==> src/sampler_consts.svh <==
//==============================
// sampler constants
// bus position, register offsets, command codes and sizes
// shared by the collector, the FIFO and the testbench
//==============================
`ifndef SAMPLER_CONSTS_SVH
`define SAMPLER_CONSTS_SVH

// high address byte that selects the collector on the command bus
`define SAMPLER_POSITION 8'd242

// low address byte offsets inside the collector
// a write to new unit appends the data byte to the unit table
`define SAMPLER_ADDR_NEW_UNIT 8'd4
`define SAMPLER_ADDR_COMMAND 8'd5

// command codes written to the command register
`define SAMPLER_CMD_START 32'd1
`define SAMPLER_CMD_STOP 32'd2
`define SAMPLER_CMD_RES_FIFO 32'd3
`define SAMPLER_CMD_RESET 32'd5

// number of entries in the unit table
`define SAMPLER_MAX_UNITS 8

// table filler, a position that no capture unit answers to
`define SAMPLER_NO_UNIT 8'd255

// number of entries in the sample FIFO
`define SAMPLER_FIFO_DEPTH 16

`endif

==> src/sampler_pkg.sv <==
//==============================
// sampler types
// packed structs for the command bus, the FIFO entry
// and the FIFO status flags
//==============================
`default_nettype none

package sampler_pkg;

  // one command bus transfer, a write happens when cs and wr are both high
  // the high address byte selects the block, the low byte the register
  typedef struct packed {
    logic [15:0] addr;
    logic [31:0] data;
    logic        cs;
    logic        wr;
  } cmd_bus_t;

  // one FIFO entry, the table index of the unit and the low sample bits
  typedef struct packed {
    logic [2:0]  unit_idx;
    logic [12:0] value;
  } sample_word_t;

  // level flags of the sample FIFO together with its occupancy
  // almost_empty is set at a count of one or less
  // almost_full is set at a count of depth minus one or more
  typedef struct packed {
    logic        empty;
    logic        almost_empty;
    logic        full;
    logic        almost_full;
    logic [15:0] count;
  } fifo_status_t;

endpackage

`default_nettype wire

==> src/capture_unit.sv <==
//==============================
// capture unit
// converter front end at a fixed bus position that
// latches its raw input and drives the shared sample bus
//==============================
`default_nettype none

module capture_unit #(
  // bus position this unit answers to, 255 is reserved for empty slots
  parameter logic [7:0] UNIT_POSITION = 8'd1
) (
  input  logic        clk,
  input  logic        rst,
  input  logic [15:0] raw,
  input  logic [7:0]  channel_select,
  input  logic        output_sample,
  output logic [31:0] sample_data
);

  logic        selected;
  logic        strobe_d;
  logic        strobe_rise;
  logic [15:0] capture_reg;

  // the collector puts the polled position on channel_select
  assign selected = (channel_select == UNIT_POSITION);

  // the strobe stays high for two cycles, only its first cycle is used
  // so the captured value holds still through fetch_wait and store
  assign strobe_rise = output_sample & ~strobe_d;

  always_ff @(posedge clk) begin
    if (rst) begin
      strobe_d <= 1'b0;
    end else begin
      strobe_d <= output_sample;
    end
  end

  // raw is taken at the end of fetch when this unit is being polled
  always_ff @(posedge clk) begin
    if (rst) begin
      capture_reg <= '0;
    end else if (strobe_rise && selected) begin
      capture_reg <= raw;
    end
  end

  // the sample bus is an OR of all units
  // so an unselected unit has to drive zero
  assign sample_data = selected ? {16'd0, capture_reg} : 32'd0;

endmodule

`default_nettype wire

==> src/sample_collector.sv <==
//==============================
// sample collector
// keeps a table of capture units written over the command bus,
// polls them in turn and pushes changed samples into the FIFO
//==============================
`default_nettype none
`include "sampler_consts.svh"

module sample_collector (
  input  logic                      clk,
  input  logic                      rst,
  input  sampler_pkg::cmd_bus_t     cmd,
  input  logic [31:0]               sample_data,
  output logic                      output_sample,
  output logic [7:0]                channel_select,
  output logic                      fifo_wr,
  output sampler_pkg::sample_word_t fifo_din,
  output logic                      fifo_clear
);

  localparam int IDX_W = $clog2(`SAMPLER_MAX_UNITS);
  localparam int CNT_W = $clog2(`SAMPLER_MAX_UNITS + 1);

  // one-hot polling states
  localparam logic [4:0] S_IDLE       = 5'b00001;
  localparam logic [4:0] S_FETCH      = 5'b00010;
  localparam logic [4:0] S_FETCH_WAIT = 5'b00100;
  localparam logic [4:0] S_STORE      = 5'b01000;
  localparam logic [4:0] S_INCREMENT  = 5'b10000;

  // unit table holds bus positions, last_value the previous sample per index
  logic [7:0]       unit_table [`SAMPLER_MAX_UNITS];
  logic [31:0]      last_value [`SAMPLER_MAX_UNITS];
  logic [CNT_W-1:0] num_units;
  logic [IDX_W-1:0] poll_idx;
  logic [IDX_W-1:0] last_idx;
  logic             table_full;
  logic [31:0]      command;
  logic [4:0]       state;
  logic [4:0]       next_state;

  logic bus_wr;
  logic new_unit_wr;
  logic new_unit_d;
  logic new_unit_dd;
  logic new_unit_done;
  logic sample_changed;

  // control strobes from the state machine
  logic inc_idx;
  logic clr_cmd;
  logic clr_all;
  logic clr_fifo;

  // a write is ours when the high address byte matches our position
  assign bus_wr      = cmd.cs & cmd.wr & (cmd.addr[15:8] == `SAMPLER_POSITION);
  assign new_unit_wr = bus_wr & (cmd.addr[7:0] == `SAMPLER_ADDR_NEW_UNIT);

  // the registration strobe is delayed twice and its falling edge marks
  // the end of the transfer, which is when the unit count moves on
  always_ff @(posedge clk) begin
    if (rst) begin
      new_unit_d  <= 1'b0;
      new_unit_dd <= 1'b0;
    end else begin
      new_unit_d  <= new_unit_wr;
      new_unit_dd <= new_unit_d;
    end
  end

  assign new_unit_done = new_unit_dd & ~new_unit_d;

  assign table_full = (num_units == CNT_W'(`SAMPLER_MAX_UNITS));
  // highest valid index, the wrap point of the polling index
  // with an empty table this wraps to the top entry, which stays harmless
  assign last_idx = IDX_W'(num_units - CNT_W'(1));

  assign channel_select = unit_table[poll_idx];
  assign sample_changed = (last_value[poll_idx] != sample_data);

  // entry is the table index plus the low 13 bits of the capture word
  assign fifo_din   = '{unit_idx: poll_idx, value: sample_data[12:0]};
  assign fifo_clear = clr_fifo | clr_all;

  always_ff @(posedge clk) begin
    if (rst) begin
      state <= S_IDLE;
    end else begin
      state <= next_state;
    end
  end

  // every poll runs fetch, fetch_wait, store and increment
  // commands other than start are only looked at in idle and increment
  always_comb begin
    next_state    = state;
    output_sample = 1'b0;
    fifo_wr       = 1'b0;
    inc_idx       = 1'b0;
    clr_cmd       = 1'b0;
    clr_all       = 1'b0;
    clr_fifo      = 1'b0;
    case (state)
      S_IDLE: begin
        if (command == `SAMPLER_CMD_START) begin
          clr_cmd    = 1'b1;
          next_state = S_FETCH;
        end else if (command == `SAMPLER_CMD_RESET) begin
          clr_all = 1'b1;
        end else if (command == `SAMPLER_CMD_RES_FIFO) begin
          clr_fifo = 1'b1;
          clr_cmd  = 1'b1;
        end
      end
      S_FETCH: begin
        // the selected unit latches its input on the first strobe cycle
        output_sample = 1'b1;
        next_state    = S_FETCH_WAIT;
      end
      S_FETCH_WAIT: begin
        // one cycle for the capture register to reach the sample bus
        output_sample = 1'b1;
        next_state    = S_STORE;
      end
      S_STORE: begin
        fifo_wr    = sample_changed;
        next_state = S_INCREMENT;
      end
      S_INCREMENT: begin
        inc_idx    = 1'b1;
        next_state = S_FETCH;
        if (command == `SAMPLER_CMD_RESET) begin
          clr_all    = 1'b1;
          next_state = S_IDLE;
        end else if (command == `SAMPLER_CMD_STOP) begin
          clr_cmd    = 1'b1;
          next_state = S_IDLE;
        end
      end
      default: begin
        next_state = S_IDLE;
      end
    endcase
  end

  // a reset command wipes the table and the sample history just like rst
  always_ff @(posedge clk) begin
    if (rst || clr_all) begin
      command   <= '0;
      num_units <= '0;
      poll_idx  <= '0;
      for (int i = 0; i < `SAMPLER_MAX_UNITS; i++) begin
        unit_table[i] <= `SAMPLER_NO_UNIT;
        last_value[i] <= '0;
      end
    end else begin
      // a fresh command write wins over the clear from the state machine
      if (bus_wr && cmd.addr[7:0] == `SAMPLER_ADDR_COMMAND) begin
        command <= cmd.data;
      end else if (clr_cmd) begin
        command <= '0;
      end
      // registrations beyond the table size are ignored
      if (new_unit_wr && !table_full) begin
        unit_table[num_units[IDX_W-1:0]] <= cmd.data[7:0];
      end
      if (new_unit_done && !table_full) begin
        num_units <= num_units + CNT_W'(1);
      end
      if (fifo_wr) begin
        last_value[poll_idx] <= sample_data;
      end
      if (inc_idx) begin
        poll_idx <= (poll_idx == last_idx) ? '0 : poll_idx + IDX_W'(1);
      end
    end
  end

endmodule

`default_nettype wire

==> src/sample_fifo.sv <==
//==============================
// sample FIFO
// synchronous first-word-fall-through buffer with
// level flags and an occupancy count
//==============================
`default_nettype none
`include "sampler_consts.svh"

module sample_fifo (
  input  logic                      clk,
  input  logic                      rst,
  input  logic                      clear,
  input  logic                      wr,
  input  sampler_pkg::sample_word_t din,
  input  logic                      rd,
  output sampler_pkg::sample_word_t dout,
  output sampler_pkg::fifo_status_t status
);

  import sampler_pkg::*;

  localparam int DEPTH = `SAMPLER_FIFO_DEPTH;
  localparam int AW    = $clog2(DEPTH);
  localparam int CW    = $clog2(DEPTH + 1);

  localparam logic [AW-1:0] LAST_SLOT   = AW'(DEPTH - 1);
  localparam logic [CW-1:0] FULL_LEVEL  = CW'(DEPTH);
  localparam logic [CW-1:0] ALMOST_FULL = CW'(DEPTH - 1);

  sample_word_t  mem [DEPTH];
  logic [AW-1:0] wr_ptr;
  logic [AW-1:0] rd_ptr;
  logic [CW-1:0] level;
  logic          is_empty;
  logic          is_full;
  logic          do_wr;
  logic          do_rd;

  // pointer advance with an explicit wrap so any depth works
  function automatic logic [AW-1:0] next_ptr(input logic [AW-1:0] ptr);
    return (ptr == LAST_SLOT) ? '0 : ptr + AW'(1);
  endfunction

  assign is_empty = (level == '0);
  assign is_full  = (level == FULL_LEVEL);

  // writes into a full buffer and reads from an empty one are dropped
  assign do_wr = wr & ~is_full;
  assign do_rd = rd & ~is_empty;

  // head of the queue is always on the output
  assign dout = mem[rd_ptr];

  always_ff @(posedge clk) begin
    if (do_wr) begin
      mem[wr_ptr] <= din;
    end
  end

  // clear empties the buffer in one cycle without touching the storage
  always_ff @(posedge clk) begin
    if (rst || clear) begin
      wr_ptr <= '0;
      rd_ptr <= '0;
      level  <= '0;
    end else begin
      if (do_wr) begin
        wr_ptr <= next_ptr(wr_ptr);
      end
      if (do_rd) begin
        rd_ptr <= next_ptr(rd_ptr);
      end
      case ({do_wr, do_rd})
        2'b10: level <= level + CW'(1);
        2'b01: level <= level - CW'(1);
        default: level <= level;
      endcase
    end
  end

  // flags follow the registered level, so a write shows one cycle later
  always_comb begin
    status.empty        = is_empty;
    status.almost_empty = (level <= CW'(1));
    status.full         = is_full;
    status.almost_full  = (level >= ALMOST_FULL);
    status.count        = 16'(level);
  end

endmodule

`default_nettype wire

==> src/sampler_top.sv <==
//==============================
// sampler top
// collector, sample FIFO and two capture units
// on a shared command bus and sample bus
//==============================
`default_nettype none

module sampler_top (
  input  logic                      clk,
  input  logic                      rst,
  input  sampler_pkg::cmd_bus_t     cmd,
  input  logic [15:0]               raw_a,
  input  logic [15:0]               raw_b,
  input  logic                      sample_rd,
  output sampler_pkg::sample_word_t sample_out,
  output sampler_pkg::fifo_status_t status,
  output logic                      output_sample,
  output logic [7:0]                channel_select
);

  import sampler_pkg::*;

  sample_word_t fifo_din;
  logic         fifo_wr;
  logic         fifo_clear;
  logic [31:0]  sample_data_a;
  logic [31:0]  sample_data_b;
  logic [31:0]  sample_data;

  // only the polled unit drives a non-zero word
  assign sample_data = sample_data_a | sample_data_b;

  sample_collector i_collector (
    .clk            (clk),
    .rst            (rst),
    .cmd            (cmd),
    .sample_data    (sample_data),
    .output_sample  (output_sample),
    .channel_select (channel_select),
    .fifo_wr        (fifo_wr),
    .fifo_din       (fifo_din),
    .fifo_clear     (fifo_clear)
  );

  sample_fifo i_fifo (
    .clk    (clk),
    .rst    (rst),
    .clear  (fifo_clear),
    .wr     (fifo_wr),
    .din    (fifo_din),
    .rd     (sample_rd),
    .dout   (sample_out),
    .status (status)
  );

  // two converter channels at their own bus positions
  capture_unit #(.UNIT_POSITION(8'd17)) i_unit_a (
    .clk            (clk),
    .rst            (rst),
    .raw            (raw_a),
    .channel_select (channel_select),
    .output_sample  (output_sample),
    .sample_data    (sample_data_a)
  );

  capture_unit #(.UNIT_POSITION(8'd34)) i_unit_b (
    .clk            (clk),
    .rst            (rst),
    .raw            (raw_b),
    .channel_select (channel_select),
    .output_sample  (output_sample),
    .sample_data    (sample_data_b)
  );

endmodule

`default_nettype wire

==> config.mk <==
export PLATFORM = sky130hd
export DESIGN_NAME = sampler_top
export DESIGN_NICKNAME = d
export VERILOG_FILES = /design/src/sampler_pkg.sv /design/src/capture_unit.sv /design/src/sample_collector.sv /design/src/sample_fifo.sv /design/src/sampler_top.sv
export VERILOG_INCLUDE_DIRS = /design/src
export SDC_FILE = /design/constraint.sdc
export NUM_CORES = 1
export LEC_CHECK = 0
export ABC_AREA = 1
export BUFFER_PORTS_ARGS = -buffer_cell sky130_fd_sc_hd__buf_2
export CORE_ASPECT_RATIO = 0.9
export CORE_MARGIN = 8
export CORE_UTILIZATION = 38
export CTS_BUF_LIST = sky130_fd_sc_hd__clkbuf_8
export CTS_CLUSTER_DIAMETER = 200
export DETAILED_ROUTE_END_ITERATION = 10
export PLACE_DENSITY = 0.51
export SLEW_MARGIN = 15
export SYNTH_ARGS = -nofsm -noshare
export SYNTH_HDL_FRONTEND = slang
export SYNTH_HIERARCHICAL = 1
export SYNTH_SLANG_ARGS = --single-unit
==> constraint.sdc <==
create_clock -name clk -period 8.35 [get_ports clk]
set_input_delay 1.67 -clock clk [delete_from_list [all_inputs] [get_ports clk]]
set_output_delay 1.67 -clock clk [all_outputs]
set_load 0.03 [all_outputs]
==> flow_summary.json, run 1 <==
{
  "outcome": "completed",
  "nets": 3796,
  "ys_ff_latch": 676,
  "ant_nets": 0,
  "reg_top3": "i_collector/last_value: 256 flops, i_fifo/mem: 256 flops, i_collector/unit_table: 64 flops",
  "first_iter_violations": 1962,
  "clock.fmax_mhz": 151,
  "synth_top_area_share_pct": 53.1,
  "endpoint_kind": "register",
  "drc": 0,
  "hold_path_depth": 2,
  "grt_pass1_wl_microns": 140000,
  "worst_slew_margin_rel_pct": 22.1,
  "clock_path_buffers": 3,
  "setup_tns_ns": 0,
  "crit_path_start_kind": "register",
  "hold_viol": 0,
  "yosys_warnings": 6,
  "hpwl_microns": 55400,
  "hp-start": "i_collector/command[21]",
  "power_density_nw_per_um2": 210,
  "cap_violations": 0,
  "fp.dieH_microns": 294,
  "total_power_w": 0.00749,
  "crit_type": "reg2reg",
  "fp-row-count": 102,
  "wl_microns": 91500,
  "peakVddDrop_mv": 0.133,
  "clock-sinks": 676,
  "regToRegSetupSlack_ns": 1.73,
  "min_to": "i_collector/command[21]",
  "dp.cells": 4726,
  "rsz0062_at_grt": "no",
  "gp_congestion": 0.811,
  "critPathMaxFanout": 62,
  "synth-edff-count": 576,
  "synth_cells": 3621,
  "grt_pass1_vias": 23000,
  "start_util_pct": 38.1,
  "grt_antenna_before_repair": 3,
  "post_drt_wl_per_cell_microns": 18.5,
  "synth_seq_area_share_pct": 59.2,
  "setup_slack_ns": 1.73,
  "fin_skew_ns": 0.0474,
  "cts_buffers": 112,
  "grt_max_degree": 77,
  "period_minus_slack_ns": 6.62,
  "cts_setup_buffers": 0,
  "finalMaxSlewViolations": 0,
  "firstDrtPassIters": 5,
  "gr-total-overflow": 0,
  "dr_total_vias": 23900,
  "synthToLayoutAreaGrowth_pct": 9.27,
  "reg2reg_depth": 23,
  "synth.top_cells.by_area": "edfxtp_1 53%, nand2_1 11%, nand3_1 6.2%",
  "worst_path_dominant_cell_family": "simple AND/OR/NAND/NOR gates",
  "finalCritPeriodShare_pct": 79.3,
  "post-synth-top-count-cell": "nand2_1",
  "arrival_ns": 6.95,
  "dp_slack_ns": 1.71,
  "port_buffers": 118,
  "yosys.area.top_type": "edfxtp_1",
  "clk_latency_ns": 0.75,
  "clk_pin_slew_ns": 0.07,
  "setup_viol": 0,
  "synth_ff_type": "edfxtp_1",
  "power_leakage_nw": 14.3,
  "critPathMostFrequentCell": "nand2_1",
  "syn_area_sq_um": 32600,
  "clockRootBuffer": "clkbuf_8",
  "avgViaCountPerCell": 4.84,
  "crit_buf_inv": 5,
  "die_w_microns": 325,
  "stdcell_count": 4939,
  "synth_cell_type_count": 43,
  "synth_area_per_cell_sq_um": 9.00,
  "hold_buffers": 0,
  "grt_use_total_pct": 18.6,
  "place_area_sq_um": 33500,
  "final_cell_area_sq_um": 35600,
  "min-delay-path-class": "reg2reg",
  "rr_endpoint": "i_collector/last_value[1][4]",
  "synth_common_cells": "955 x nand2_1, 576 x edfxtp_1, 507 x nor2_1",
  "tritoncts": "yes",
  "fp.coreArea_sq_um": 85500,
  "cts_resized": 0,
  "async_flop_share_pct": 0,
  "crit_path_top_delay_cell": "nand2_2",
  "worstPathCellList": "buf_4 > nor2_1 > nor2_1 > o21ai_0 > a31oi_1 > nor2_2 > nand2_1 > nor2_4 > buf_4 > inv_2 > nor2_1 > inv_1 > nand2_1 > clkinv_1 > nand2_1 > nand2_1 > nand2_1 > nor2_1 > nand2_1 > nor2_4 > nand2_8 > nand4_4 > nand2_2",
  "drive_gt1_share_pct": 9.59,
  "worst_pin_slew_ns": 1.16,
  "boundaryPins": 130,
  "required_ns": 8.68,
  "htree_num_levels": 3,
  "dieArea_sq_um": 95400,
  "slowest_delay_ns": 1.17
}
[per-stage QoR]
stage | util, % | hold WS [ns]
2_1_floorplan | - | 0.436
3_3_place_gp | 39.2 | 0.447
3_5_place_dp | 39.2 | 0.449
4_1_cts | 41.6 | 0.460
5_1_grt | 41.6 | 0.476
6_report | 41.6 | 0.459
[cells by family (layout without fill, tap and decap cells)]
kind of cell	Yosys count	count (layout)	synth area share, %
other	3	44	0.0345
AOI/OAI and AO/OA	165	165	2.71
buffers and inverters	752	885	11.1
xor gates and xnor gates	10	10	0.269
DFF	676	676	59.2
and+or+nand+nor	2000	2000	26.1
adders and majority gates	15	15	0.576
[worst reg2reg max path: stages, from the launching register on]
cell      delay, ns
dfxtp_4        0.45
buf_4          0.39
nor2_1         0.19
nor2_1         0.05
o21ai_0        0.08
a31oi_1        0.18
nor2_2         0.13
nand2_1        0.09
nor2_4         0.10
buf_4          0.35
inv_2          0.23
nor2_1         0.13
inv_1          0.05
nand2_1        0.75
clkinv_1       0.58
nand2_1        0.18
nand2_1        0.06
nand2_1        0.09
nor2_1         0.05
nand2_1        0.10
nor2_4         0.07
nand2_8        0.13
nand4_4        0.63
nand2_2        1.18
[layer usage]
layer / global-route usage (%) / share of wire [%] / vias up
met1: 26.5 / 48 / 11400
met3: 3.04 / 5.3 / 136
met4: 4.92 / 2.2 / 0
li1: - / - / 11800
met5: 0 / 0 / -
met2: 29.6 / 45 / 601
[cell usage in the layout, fill, tap and decap left out, types with 19 or more instances in the layout]
cell type	synthesis	layout
a21oi_1	73	73
buf_2	42	118
buf_4	87	46
clkbuf_8	0	112
clkinv_1	33	65
conb_1	3	43
dfxtp_1	100	95
edfxtp_1	576	576
inv_1	468	515
nand2_1	955	947
nand3_1	401	401
nand4_1	83	83
nor2_1	507	489
nor2_2	2	19
o21ai_0	54	54
[worst max path at each step]
| stage | end | slack, ns | cells after the start |
|---|---|---|---|
| finish | i_collector/last_value[1][4] | 1.73 | 23 |
| global route | i_collector/last_value[1][4] | 1.13 | 23 |
| CTS | i_collector/last_value[1][4] | 1.70 | 23 |
| detailed placement | i_fifo/mem[14][2] | 1.71 | 25 |
| global placement | i_collector/last_value[1][25] | 1.81 | 23 |
| floorplan | i_fifo/mem[0][0] | 3.37 | 28 |
[final cells by class]
| type | count | area, sq um |
|---|---|---|
| diodes | 1 | 2.50 |
| clock buffers | 112 | 1540 |
| clock inverters | 100 | 559 |
| fillers | 8618 | 49900 |
| inverters | 509 | 1920 |
| multi-input cells | 2233 | 9910 |
| flip-flops and latches | 676 | 19300 |
| well taps | 1144 | 1430 |
| repair buffers | 164 | 936 |
[power by group]
part / switching (W) / internal [W] / leakage [nW]
sequential: 0.0000719 / 0.00371 / 6.33
combinational: 0.000682 / 0.000252 / 6.74
clock: 0.00139 / 0.00139 / 1.24
total: 0.00215 / 0.00535 / 14.3
(Power assumes the default switching activity.)
==> inputs of run 2 (changes only) <==
--- a/config.mk
+++ b/config.mk
@@ -6,7 +6,7 @@
 export SDC_FILE = /design/constraint.sdc
 export NUM_CORES = 1
 export LEC_CHECK = 0
-export ABC_AREA = 1
+export ABC_AREA = 0
 export BUFFER_PORTS_ARGS = -buffer_cell sky130_fd_sc_hd__buf_2
 export CORE_ASPECT_RATIO = 0.9
 export CORE_MARGIN = 8
@@ -14,7 +14,7 @@
 export CTS_BUF_LIST = sky130_fd_sc_hd__clkbuf_8
 export CTS_CLUSTER_DIAMETER = 200
 export DETAILED_ROUTE_END_ITERATION = 10
-export PLACE_DENSITY = 0.51
+export PLACE_DENSITY = 0.53
 export SLEW_MARGIN = 15
 export SYNTH_ARGS = -nofsm -noshare
 export SYNTH_HDL_FRONTEND = slang
==> constraint.sdc (replaced) <==
create_clock -name clk -period 6 [get_ports clk]
set_input_delay 1.2 -clock clk [delete_from_list [all_inputs] [get_ports clk]]
set_output_delay 1.2 -clock clk [all_outputs]
set_load 0.03 [all_outputs]
==> run 2 against run 1 <==
Clock power rose by 53%. Sequential power rose by 38%. Die area fell by 2.3%. Total power rose by 39%. Worst setup slack got worse by 1.3 ns. Sequential share of layout area rose by 0.084 points. Via count fell by 26%. Hold slack got worse by 0.0052 ns. Global-route usage fell by 2.3 points. Non-clock buffer count rose by 28.
==> flow_summary.json, run 2 <==
{
  "ant_nets": 0,
  "outcome": "completed",
  "clk_pin_slew_ns": 0.06,
  "peakVddDrop_mv": 0.180,
  "tritoncts": "yes",
  "slowest_delay_ns": 0.67,
  "drc": 0,
  "cts_setup_buffers": 0,
  "final_common_cell": "edfxtp_1",
  "crit_buf_inv": 2,
  "gr-total-overflow": 0,
  "hold_path_depth": 2,
  "grt_max_degree": 123,
  "first_iter_violations": 1191,
  "crit_path_start_kind": "register",
  "fin_util_pct": 42.9,
  "yosys_warnings": 6,
  "grt_use_total_pct": 16.3,
  "synth_cell_type_count": 69,
  "synth_seq_area_share_pct": 60.7,
  "die_w_microns": 321,
  "post_drt_wl_per_cell_microns": 22.6,
  "syn_area_sq_um": 31800,
  "worst_slew_margin_rel_pct": 22.7,
  "avgViaCountPerCell": 5.19,
  "clk_latency_ns": 0.73,
  "setup_tns_ns": 0,
  "crit_path_top_delay_cell": "and2_1",
  "period_minus_slack_ns": 5.60,
  "total_power_w": 0.0104,
  "min_to": "i_collector/command[16]",
  "reg_top3": "i_collector/last_value: 256 flops, i_fifo/mem: 256 flops, i_collector/unit_table: 64 flops",
  "required_ns": 6.35,
  "setup_slack_ns": 0.399,
  "clock_path_buffers": 3,
  "dieArea_sq_um": 93200,
  "synthMuxAreaShare_pct": 12.0,
  "clock.fmax_mhz": 179,
  "endpoint_kind": "register",
  "yosys.area.top_type": "edfxtp_1",
  "power_density_nw_per_um2": 293,
  "synth-compound-area-share_pct": 3.03,
  "htree_num_levels": 3,
  "dr_total_vias": 17700,
  "cp.depth": 16,
  "synth_top_area_share_pct": 54.4,
  "synth-adder-area-share_pct": 0.590,
  "critPathMaxFanout": 17,
  "reg2reg_depth": 16,
  "crit_type": "reg2reg",
  "ys_ff_latch": 676,
  "synthToLayoutAreaGrowth_pct": 11.9,
  "setup_viol": 0,
  "finalCritPeriodShare_pct": 93.4,
  "fp-row-count": 100,
  "rr_endpoint": "i_fifo/mem[2][4]",
  "clockRootBuffer": "clkbuf_8",
  "dp_slack_ns": 0.264,
  "wl_microns": 77300,
  "clock-sinks": 676,
  "synth-simple-area-share_pct": 17.6,
  "worst_pin_slew_ns": 1.15,
  "grt_pass1_wl_microns": 118000,
  "critPathMostFrequentCell": "and2_1",
  "fp.coreArea_sq_um": 82800,
  "post-synth-top-count-cell": "edfxtp_1",
  "regToRegSetupSlack_ns": 0.40,
  "power_leakage_nw": 11.8,
  "yosys.area_share.xor_xnor_pct": 0.992,
  "boundaryPins": 130,
  "synth.top_cells.by_area": "edfxtp_1 54%, nor3b_2 7.9%, mux4_2 7.2%",
  "final_cell_mix": "576 x edfxtp_1, 200 x nor3b_2, 120 x clkbuf_8",
  "min-delay-path-class": "reg2reg",
  "grt_antenna_before_repair": 3,
  "cts_buffers": 114,
  "fp.dieH_microns": 290,
  "hold_viol": 0,
  "hp-start": "i_collector/command[16]",
  "finalMaxSlewViolations": 0,
  "hpwl_microns": 46500,
  "synth_area_per_cell_sq_um": 15.6,
  "gp_congestion": 0.793,
  "drive_gt1_share_pct": 33.1,
  "grt_pass1_vias": 18800,
  "worst_path_dominant_cell_family": "simple AND/OR/NAND/NOR gates",
  "arrival_ns": 5.95,
  "rsz0062_at_grt": "no",
  "synth_ff_type": "edfxtp_1",
  "fin_skew_ns": 0.0415,
  "port_buffers": 118,
  "synth-edff-count": 576,
  "cap_violations": 0,
  "synth_top_family_by_area": "simple AND/OR/NAND/NOR gates",
  "firstDrtPassIters": 5,
  "start_util_pct": 38.4,
  "synth_cells": 2044,
  "worstPathCellList": "mux4_2 > mux2_2 > or4_4 > nor2_2 > and2_1 > or2_1 > a21oi_1 > o22ai_1 > nor4_1 > and4_4 > nor2_1 > and2_2 > inv_1 > buf_4 > nor3_1 > and2_1",
  "nets": 2298,
  "async_flop_share_pct": 0,
  "synth_common_cells": "576 x edfxtp_1, 200 x nor3b_2, 102 x mux4_2"
}
-- run 2: worst reg2reg max path: stages (launching register included) --
cell and delay [ns]:
dfxtp_4 0.56, mux4_2 0.56, mux2_2 0.30, or4_4 0.57, nor2_2 0.44, and2_1 0.19
or2_1 0.26, a21oi_1 0.08, o22ai_1 0.28, nor4_1 0.10, and4_4 0.24, nor2_1 0.24
and2_2 0.26, inv_1 0.07, buf_4 0.15, nor3_1 0.28, and2_1 0.67
-- run 2: cell type report --
cell class	count	area [sq um]
flip-flops and latches	676	19300
inverters	15	56.3
fillers	7533	47300
well taps	1122	1400
multi-input cells	1199	11200
repair buffers	192	1220
clock inverters	93	717
clock buffers	120	1650
diodes	1	2.50
-- run 2: cell families (layout without fill, tap and decap cells) --
kind of cell | count (synthesis) | after routing
simple gates | 720 | 720
fa+ha+maj | 15 | 15
compound gates | 150 | 150
flops | 676 | 676
buf+inv | 209 | 420
xor+xnor | 36 | 36
mux | 235 | 235
other cells | 3 | 44
-- run 2: layer usage --
metal  wire length (microns)  track usage (%)
met5                       0                0
met4                    1550             4.35
met3                    3460             2.96
met2                   37700             27.3
met1                   34600             21.7
-- run 2: repair_timing --
action                     4_1_cts  5_1_grt
hold buffers                     0        0
resized for setup                0        4
setup endpoints to repair        0       49
-- run 2: power breakdown --
part / total, W / leakage, nW / internal (W) / switching (W)
clock: 0.00425 / 1.36 / 0.00234 / 0.00191
combinational: 0.000942 / 3.86 / 0.000407 / 0.000535
sequential: 0.00522 / 6.57 / 0.00513 / 0.0000910
-- run 2: metrics by stage --
stage | hold WS (ns) | instance area, sq um | instances
after global placement | 0.440 | 33200 | 3204
after detailed placement | 0.446 | 33200 | 3204
after global routing | 0.471 | 35600 | 3418
after CTS | 0.454 | 35500 | 3417
after floorplan | 0.432 | 32000 | 2084
final | 0.454 | 35600 | 3418
-- run 2: worst max-delay path by stage --
stage                  start                       endpoint  slack [ns]
detailed placement  register              i_fifo/mem[1][12]        0.26
floorplan           register   i_collector/last_value[4][0]       0.009
global route        register              i_fifo/mem[2][14]        0.02
global placement    register  i_collector/last_value[2][15]        0.44
finish              register               i_fifo/mem[2][4]        0.40
CTS                 register              i_fifo/mem[1][11]        0.21
